[src/mips_cfg.svh]
`ifndef MIPS_CFG_SVH
`define MIPS_CFG_SVH

// boot ROM base, PC value once reset lets go
`define MIPS_RESET_VECTOR 32'hBFC00000

// jumping here ends the program and drops active
`define MIPS_HALT_ADDR 32'h00000000

// architectural GPR count, $0 included
`define MIPS_NUM_REGS 32

`endif
[src/mips_pkg.sv]
package mips_pkg;

  typedef logic [31:0] word_t;

  // primary opcodes, instr[31:26]
  localparam logic [5:0] OP_RTYPE = 6'h00, OP_J    = 6'h02, OP_JAL  = 6'h03;
  localparam logic [5:0] OP_BEQ   = 6'h04, OP_BNE  = 6'h05, OP_ADDIU = 6'h09;
  localparam logic [5:0] OP_SLTI  = 6'h0A, OP_ANDI = 6'h0C, OP_ORI  = 6'h0D;
  localparam logic [5:0] OP_XORI  = 6'h0E, OP_LUI  = 6'h0F;
  localparam logic [5:0] OP_LW    = 6'h23, OP_SW   = 6'h2B;

  // funct codes under OP_RTYPE
  localparam logic [5:0] FN_SLL  = 6'h00, FN_SRL  = 6'h02, FN_JR  = 6'h08;
  localparam logic [5:0] FN_ADDU = 6'h21, FN_SUBU = 6'h23, FN_AND = 6'h24;
  localparam logic [5:0] FN_OR   = 6'h25, FN_XOR  = 6'h26;
  localparam logic [5:0] FN_SLT  = 6'h2A, FN_SLTU = 6'h2B;

  typedef enum logic [3:0] {
    ALU_ADD, ALU_SUB, ALU_AND, ALU_OR, ALU_XOR,
    ALU_SLT, ALU_SLTU, ALU_SLL, ALU_SRL, ALU_LUI
  } alu_op_e;

  typedef enum logic [1:0] {DST_RT, DST_RD, DST_R31} reg_dst_e;  // write-back target
  typedef enum logic [1:0] {WB_ALU, WB_MEM, WB_LINK} wb_sel_e;   // write-back source

  // three views of the same fetched word
  typedef struct packed {
    logic [5:0] op;
    logic [4:0] rs, rt, rd, shamt;
    logic [5:0] funct;
  } r_fmt_t;
  typedef struct packed {logic [5:0] op; logic [4:0] rs, rt; logic [15:0] imm16;} i_fmt_t;
  typedef struct packed {logic [5:0] op; logic [25:0] target26;} j_fmt_t;

  typedef union packed {r_fmt_t r; i_fmt_t i; j_fmt_t j;} instr_t;

  typedef struct packed {
    logic     reg_write;
    reg_dst_e reg_dst;
    logic     alu_src_imm;   // b operand from immediate
    logic     imm_zero_ext;  // logical imm ops
    logic     shift_shamt;   // sll/srl use instr shamt
    logic     mem_read, mem_write;
    wb_sel_e  wb_sel;
    logic     branch_eq, branch_ne;
    logic     jump, jump_reg;
    alu_op_e  alu_op;
  } ctrl_t;

endpackage

[src/mips_cpu_harvard.sv]
`timescale 1ns/1ps

module mips_cpu_harvard import mips_pkg::*; (
  input  logic  clk,
  input  logic  rst_n,
  output logic  active,
  output word_t register_v0,

  input  logic  clk_enable,   // only stall source

  output word_t instr_address,   // current pc
  input  word_t instr_readdata,  // comb fetch from instr_address

  output word_t data_address,    // alu result
  output logic  data_write,
  output logic  data_read,
  output word_t data_writedata,  // rt
  input  word_t data_readdata
);

  instr_t instr;
  ctrl_t  ctrl;
  logic   zero, pc_branch;

  assign instr = instr_readdata;  // same word, decoded by format

  controller control (
    .instr(instr), .zero(zero),
    .ctrl(ctrl), .pc_branch(pc_branch)
  );

  datapath datap (
    .clk(clk), .rst_n(rst_n), .clk_enable(clk_enable),
    .instr(instr), .ctrl(ctrl), .pc_branch(pc_branch),
    .data_readdata(data_readdata),
    .zero(zero), .active(active),
    .data_write(data_write), .data_read(data_read),
    .instr_address(instr_address), .data_address(data_address),
    .data_writedata(data_writedata), .register_v0(register_v0)
  );

endmodule

[src/datapath.sv]
`timescale 1ns/1ps
`include "mips_cfg.svh"

module datapath import mips_pkg::*; (
  input  logic   clk,
  input  logic   rst_n,
  input  logic   clk_enable,
  input  instr_t instr,
  input  ctrl_t  ctrl,
  input  logic   pc_branch,
  input  word_t  data_readdata,
  output logic   zero,
  output logic   active,
  output logic   data_write,
  output logic   data_read,
  output word_t  instr_address,
  output word_t  data_address,
  output word_t  data_writedata,
  output word_t  register_v0
);

  word_t      pc, pc_plus4, pc_next;
  word_t      rs_val, rt_val;
  word_t      imm_ext, br_off;
  word_t      alu_b, alu_y, wb_data;
  logic [4:0] wa;
  logic [4:0] alu_shamt;
  logic       step;   // this edge retires an instruction unless in reset

  assign step = clk_enable & active & rst_n;

  // operand prep
  assign imm_ext   = ctrl.imm_zero_ext ? {16'h0000, instr.i.imm16}
                                       : {{16{instr.i.imm16[15]}}, instr.i.imm16};
  assign br_off    = {{14{instr.i.imm16[15]}}, instr.i.imm16, 2'b00};  // always signed
  assign alu_b     = ctrl.alu_src_imm ? imm_ext : rt_val;
  assign alu_shamt = ctrl.shift_shamt ? instr.r.shamt : 5'd0;

  always_comb begin
    case (ctrl.reg_dst)
      DST_RD:  wa = instr.r.rd;
      DST_R31: wa = 5'd31;
      default: wa = instr.i.rt;
    endcase
    case (ctrl.wb_sel)
      WB_MEM:  wb_data = data_readdata;  // comb load in the same cycle
      WB_LINK: wb_data = pc_plus4;       // no delay slot, so link is pc+4
      default: wb_data = alu_y;
    endcase
  end

  reg_file regs_i (
    .clk(clk), .rst_n(rst_n),
    .we(ctrl.reg_write & step),
    .ra1(instr.r.rs), .ra2(instr.r.rt), .wa(wa),
    .wd(wb_data),
    .rd1(rs_val), .rd2(rt_val), .v0(register_v0)
  );

  alu alu_i (
    .op(ctrl.alu_op), .a(rs_val), .b(alu_b), .shamt(alu_shamt),
    .result(alu_y), .zero(zero)
  );

  // next pc priority is jr, then j/jal, then branch
  assign pc_plus4 = pc + 32'd4;
  always_comb begin
    if (ctrl.jump_reg)  pc_next = rs_val;
    else if (ctrl.jump) pc_next = {pc_plus4[31:28], instr.j.target26, 2'b00};
    else if (pc_branch) pc_next = pc_plus4 + br_off;
    else                pc_next = pc_plus4;
  end

  always_ff @(posedge clk or negedge rst_n) begin
    if (!rst_n) begin
      pc     <= `MIPS_RESET_VECTOR;
      active <= 1'b1;
    end else if (step) begin
      pc     <= pc_next;
      active <= (pc_next != `MIPS_HALT_ADDR);  // falls on the jump to halt
    end
  end

  assign instr_address  = pc;
  assign data_address   = alu_y;
  assign data_writedata = rt_val;
  assign data_write     = ctrl.mem_write & step;  // low while stalled, halted or in reset
  assign data_read      = ctrl.mem_read & step;

endmodule

[src/reg_file.sv]
`timescale 1ns/1ps
`include "mips_cfg.svh"

module reg_file import mips_pkg::*; (
  input  logic       clk,
  input  logic       rst_n,
  input  logic       we,
  input  logic [4:0] ra1,
  input  logic [4:0] ra2,
  input  logic [4:0] wa,
  input  word_t      wd,
  output word_t      rd1,
  output word_t      rd2,
  output word_t      v0
);

  word_t regs [`MIPS_NUM_REGS];

  // write at the edge, $0 never written so it reads back zero
  always_ff @(posedge clk or negedge rst_n) begin
    if (!rst_n) begin
      for (int i = 0; i < `MIPS_NUM_REGS; i++) begin
        regs[i] <= '0;
      end
    end else if (we && (wa != 5'd0)) begin
      regs[wa] <= wd;
    end
  end

  // async read, same-cycle operands
  assign rd1 = regs[ra1];
  assign rd2 = regs[ra2];

  assign v0 = regs[2];  // $v0 tap for the top port

endmodule

[src/alu.sv]
`timescale 1ns/1ps

module alu import mips_pkg::*; (
  input  alu_op_e    op,
  input  word_t      a,        // rs
  input  word_t      b,        // rt or extended imm
  input  logic [4:0] shamt,
  output word_t      result,
  output logic       zero
);

  always_comb begin
    case (op)
      ALU_ADD:  result = a + b;   // addu/addiu/lw/sw, no overflow trap
      ALU_SUB:  result = a - b;
      ALU_AND:  result = a & b;
      ALU_OR:   result = a | b;
      ALU_XOR:  result = a ^ b;
      ALU_SLT:  result = {31'b0, $signed(a) < $signed(b)};
      ALU_SLTU: result = {31'b0, a < b};
      ALU_SLL:  result = b << shamt;   // shifts act on rt
      ALU_SRL:  result = b >> shamt;   // logical, zero fill
      ALU_LUI:  result = {b[15:0], 16'h0000};
      default:  result = a + b;
    endcase
  end

  // feeds controller for beq/bne
  assign zero = (result == '0);

endmodule

[src/controller.sv]
`timescale 1ns/1ps

module controller import mips_pkg::*; (
  input  instr_t instr,
  input  logic   zero,       // from datapath alu, rs - rt on branches
  output ctrl_t  ctrl,
  output logic   pc_branch
);

  // main decoder, purely combinational
  always_comb begin
    ctrl        = '0;       // unknown op -> nop, no writes
    ctrl.alu_op = ALU_ADD;
    ctrl.reg_dst = DST_RT;
    ctrl.wb_sel = WB_ALU;
    case (instr.r.op)
      OP_RTYPE: begin
        ctrl.reg_write = 1'b1;
        ctrl.reg_dst   = DST_RD;
        case (instr.r.funct)
          FN_ADDU: ctrl.alu_op = ALU_ADD;
          FN_SUBU: ctrl.alu_op = ALU_SUB;
          FN_AND:  ctrl.alu_op = ALU_AND;
          FN_OR:   ctrl.alu_op = ALU_OR;
          FN_XOR:  ctrl.alu_op = ALU_XOR;
          FN_SLT:  ctrl.alu_op = ALU_SLT;
          FN_SLTU: ctrl.alu_op = ALU_SLTU;
          FN_SLL: begin
            ctrl.alu_op      = ALU_SLL;
            ctrl.shift_shamt = 1'b1;
          end
          FN_SRL: begin
            ctrl.alu_op      = ALU_SRL;
            ctrl.shift_shamt = 1'b1;
          end
          FN_JR: begin
            ctrl.reg_write = 1'b0;   // jr writes nothing
            ctrl.jump_reg  = 1'b1;
          end
          default: ctrl.reg_write = 1'b0;  // unsupported funct
        endcase
      end
      OP_ADDIU, OP_SLTI: begin
        ctrl.reg_write   = 1'b1;
        ctrl.alu_src_imm = 1'b1;   // sign-extended imm
        ctrl.alu_op      = (instr.i.op == OP_SLTI) ? ALU_SLT : ALU_ADD;
      end
      OP_ANDI, OP_ORI, OP_XORI: begin
        ctrl.reg_write    = 1'b1;
        ctrl.alu_src_imm  = 1'b1;
        ctrl.imm_zero_ext = 1'b1;
        ctrl.alu_op       = (instr.i.op == OP_ANDI) ? ALU_AND :
                            (instr.i.op == OP_ORI)  ? ALU_OR  : ALU_XOR;
      end
      OP_LUI: begin
        ctrl.reg_write   = 1'b1;
        ctrl.alu_src_imm = 1'b1;
        ctrl.alu_op      = ALU_LUI;
      end
      OP_LW: begin
        ctrl.reg_write   = 1'b1;
        ctrl.alu_src_imm = 1'b1;   // base + offset
        ctrl.mem_read    = 1'b1;
        ctrl.wb_sel      = WB_MEM;
      end
      OP_SW: begin
        ctrl.alu_src_imm = 1'b1;
        ctrl.mem_write   = 1'b1;
      end
      OP_BEQ: begin
        ctrl.branch_eq = 1'b1;
        ctrl.alu_op    = ALU_SUB;  // zero when rs == rt
      end
      OP_BNE: begin
        ctrl.branch_ne = 1'b1;
        ctrl.alu_op    = ALU_SUB;
      end
      OP_J:   ctrl.jump = 1'b1;
      OP_JAL: begin
        ctrl.jump      = 1'b1;
        ctrl.reg_write = 1'b1;
        ctrl.reg_dst   = DST_R31;  // link into $ra
        ctrl.wb_sel    = WB_LINK;
      end
      default: ;
    endcase
  end

  // branch resolved here, datapath only sees the decision
  assign pc_branch = (ctrl.branch_eq & zero) | (ctrl.branch_ne & ~zero);

endmodule

[config.mk]
export PLATFORM = sky130hd
export DESIGN_NAME = mips_cpu_harvard
export DESIGN_NICKNAME = d
export VERILOG_FILES = /design/src/mips_pkg.sv /design/src/mips_cpu_harvard.sv /design/src/datapath.sv /design/src/reg_file.sv /design/src/alu.sv /design/src/controller.sv
export VERILOG_INCLUDE_DIRS = /design/src /design/src/src
export SDC_FILE = /design/constraint.sdc
export NUM_CORES = 2
export LEC_CHECK = 0
export BUFFER_PORTS_ARGS = -buffer_cell sky130_fd_sc_hd__buf_4
export CORE_ASPECT_RATIO = 0.75
export CORE_MARGIN = 5
export CORE_UTILIZATION = 36
export DETAILED_ROUTE_END_ITERATION = 12
export GPL_TIMING_DRIVEN = 0
export PLACE_DENSITY_LB_ADDON = 0.05
export SLEW_MARGIN = 20
export SYNTH_ARGS = -nofsm -noshare
export SYNTH_HDL_FRONTEND = slang
export SYNTH_SLANG_ARGS = --single-unit
export TNS_END_PERCENT = 100
[constraint.sdc]
create_clock -name clk -period 15.5 [get_ports clk]
set_input_delay 0.775 -clock clk [delete_from_list [all_inputs] [get_ports clk]]
set_output_delay 0.775 -clock clk [all_outputs]
set_load 0.005 [all_outputs]
==> impl_metrics.csv <==
group,metric,value,unit
critical_path,required,16240,ps
floorplanning,die_w,508.2,um
timing,setup_viol,0,
routing,drc,0,
yosys,yosysTopAreaCell,"dfrtp_1",
yosys,synth.top_cells.by_count,"nand2_1 (1279), o21ai_0 (1162), dfrtp_1 (1047), mux2i_1 (526), clkbuf_1 (508)",
timing,fmax,70.56,MHz
routing,via_count,71790,
final_layout,drive_gt1_share,16.74,%
global_routing,first_global_vias,64810,
critical_path,rr_endpoint,"datap.active$_DFFE_PN1P_",
power,p_sw,2.474,mW
cts,clock_path_buffers,3,
power,p_clk_share,41.4,%
final_layout,fin_nets,7798,
global_routing,antenna_found_initial,69,
timing,finClkSkew,81.94,ps
floorplanning,start_util,36.13,%
yosys,synth_warnings,0,
floorplanning,core_area,185500,um2
final_layout,finalInstanceArea,78050,um2
critical_path,worst_ep_arrival_time,14920,ps
cts,clock_latency,820,ps
routing,wl,481.7,mm
yosys,ys_types,94,
critical_path,slowest_delay,960,ps
timing,hold_viol_final,0,
critical_path,crit_start,"instr_readdata[28]",
timing,worst_pin_slew,1418,ps
critical_path,critPathKind,"primary input to flip-flop",
timing,grt_setup_unrepaired,"false",
global_routing,grt_pass1_wl,625.9,mm
floorplanning,die_area,195000,um2
critical_path,r2r-start,"datap.regs_i.v0[12]$_DFFE_PN0P_",
power,power.share.switching,34.14,%
job,maxCapViolCount,0,
final_layout,final_cell_count_no_fill,10250,
global_routing,grt_max_degree,135,
power,p_leak,33.71,nW
placement,dp_hpwl,357.2,mm
timing,min_period,14170,ps
routing,routedWlPerCell,46.99,um
cts,clk_pin_slew,70,ps
critical_path,crit_path_end_kind,"flip-flop",
critical_path,cp-endpoint,"datap.active$_DFFE_PN1P_",
cts,clkSinkCount,1057,
critical_path,cp_max_fo,10,
cts,cts_hold_buf,1,
yosys,synth_top_area_share,39.10,%
timing,min_period_over_period,91.44,%
yosys,synth-async-reset-ratio,100.0,%
global_routing,grtUsageTotal,47.89,%
routing,dr.first_iter.drc_count,12920,
critical_path,r2r_slack,3150,ps
yosys,synth-edff-count,0,
outcome,status,"complete, no violations",
yosys,syn_area,67010,um2
cts,cts_tree,"done",
placement,placed_cell_area,73860,um2
power,powerDensity,92.82,nW/um2
power,pwr-share-comb,20.5,%
yosys,syn_avg_cell_area,9.351,um2
cts,root_buffer,"clkbuf_16",
final_layout,area_growth,16.48,%
floorplanning,die_h,383.6,um
cts,cts_resized,0,
routing,viasPerCell,7.004,
yosys,yosysMostFrequentCell,"nand2_1",
power,power,7.245,mW
floorplanning,ioPinCount,198,
hold_path,hp-class,"flip-flop to flip-flop",
timing,drv_slew,0,
yosys,synth_flop_cell,"dfrtp_1",
placement,place_congestion,1.031,
critical_path,reg2reg_depth,26,
cts,h-tree-depth,3,
routing,first_pass_iters,8,
yosys,synth_seq_cells,1057,
placement,placedCellCount,9978,
power,internal_power,4.771,mW
yosys,synth_nets,7366,
placement,portBuffers,186,
power,power_frac_seq,38.1,%
yosys,synth_cells,7166,
power,ir_drop,104.9,uV
critical_path,crit_top_cell,"buf_2",
global_routing,overflow,0,
timing,slew_headroom,5.053,%
cts,post-cts-setup-buffers,0,
cts,cts_buffers,115,
routing,ant_nets,0,
final_layout,fillCellCount,18770,
yosys,yosysSeqAreaShare,39.49,%
yosys,yosys-top-cells-area,"dfrtp_1 (39%), mux4_2 (11%), o21ai_0 (8.7%), mux2i_1 (7.9%), nand2_1 (7.2%)",
critical_path,critPathSlowestCell,"or4_1",
floorplanning,rows,137,
critical_path,cp-start-kind,"primary input",
-- placed cells by master, fill, tap and decap left out, types with 256 or more instances in the layout --
cell type	Yosys	layout
clkbuf_1	508	399
a22oi_1	285	285
buf_4	54	270
a21oi_1	347	338
nand2_1	1279	1279
o21ai_0	1162	1154
mux4_2	340	340
dfrtp_1	1047	1047
nor2_1	259	256
mux2i_1	526	518
-- layout make-up --
type,count,area (um2),share of cell area (%)
Clock inverter,40,586.8,0.7518
Timing Repair Buffer,315,3241,4.152
Multi-Input combinational cell,5285,37410,47.93
Sequential cell,1057,26460,33.90
Antenna cell,55,137.6,0.1763
Inverter,120,450.4,0.5771
Clock buffer,172,3382,4.333
Buffer,704,3254,4.169
Tap cell,2502,3131,4.011
-- critical path: cells and delay by family --
kind | cells | cell delay (ps)
compound gates | 9 | 2540
buf+inv | 10 | 3740
fa+ha+maj | 1 | 440
simple gates | 13 | 6500
mux | 1 | 850
-- power groups by stage --
stage / sequential (mW) / clock (mW) / combinational [mW]
after floorplan: 2.81 / 0 / 0.553
final: 2.76 / 3.00 / 1.49
after detailed placement: 2.81 / 0 / 1.39
after CTS: 2.76 / 2.99 / 1.39
after global routing: 2.76 / 3.08 / 1.47
after global placement: 2.81 / 0 / 1.32
-- worst min path at each step --
stage                                        startpoint                                   to  depth (start not counted)
CTS                                  instr_readdata[12]  datap.instr_address[14]$_DFFE_PN0P_                          5
global route        datap.regs_i.regs[1023]$_DFFE_PN0P_  datap.regs_i.regs[1023]$_DFFE_PN0P_                          1
detailed placement  datap.regs_i.regs[1003]$_DFFE_PN0P_  datap.regs_i.regs[1003]$_DFFE_PN0P_                          1
global placement    datap.regs_i.regs[1003]$_DFFE_PN0P_  datap.regs_i.regs[1003]$_DFFE_PN0P_                          1
floorplan           datap.regs_i.regs[1000]$_DFFE_PN0P_  datap.regs_i.regs[1000]$_DFFE_PN0P_                          1
finish               datap.regs_i.regs[997]$_DFFE_PN0P_   datap.regs_i.regs[997]$_DFFE_PN0P_                          1
-- routing by layer --
metal  part of all wire (%)  track usage [%]  vias up
met1                     40            65.58    37000
li1                       -                -    27090
met5                  0.037           0.6448        -
met3                     16            23.94     1311
met4                    6.9            26.55       28
met2                     37            60.01     6366
-- through the flow --
stage          TNS [ps]  setup slack (ps)  util [%]  hold slack (ps)
3_3_place_gp   -2151420             -2901     38.57            456.8
5_1_grt               0              1757     42.01            491.2
3_5_place_dp          0              1595     39.82            467.5
4_1_cts               0              2427     41.97            457.3
6_report              0              1327     42.08            480.8
2_1_floorplan         0              6407         -            445.1
-- cells by family after synthesis --
kind of cell,after synthesis,share of synthesized area [%]
fa+ha+maj,133,2.517
compound gates,2236,19.65
xor+xnor,83,1.085
simple gates,1944,12.37
mux,889,19.67
buf+inv,824,5.213
flops,1057,39.49
-- flip-flops by register name (all words and copies together), names as in the netlist --
| signal | cells |
|---|---|
| datap.instr_address | 32 |
| datap.regs_i.regs | 992 |
| datap.active | 1 |
| datap.regs_i.v0 | 32 |
No activity file was read; power rests on OpenSTA's default activity.
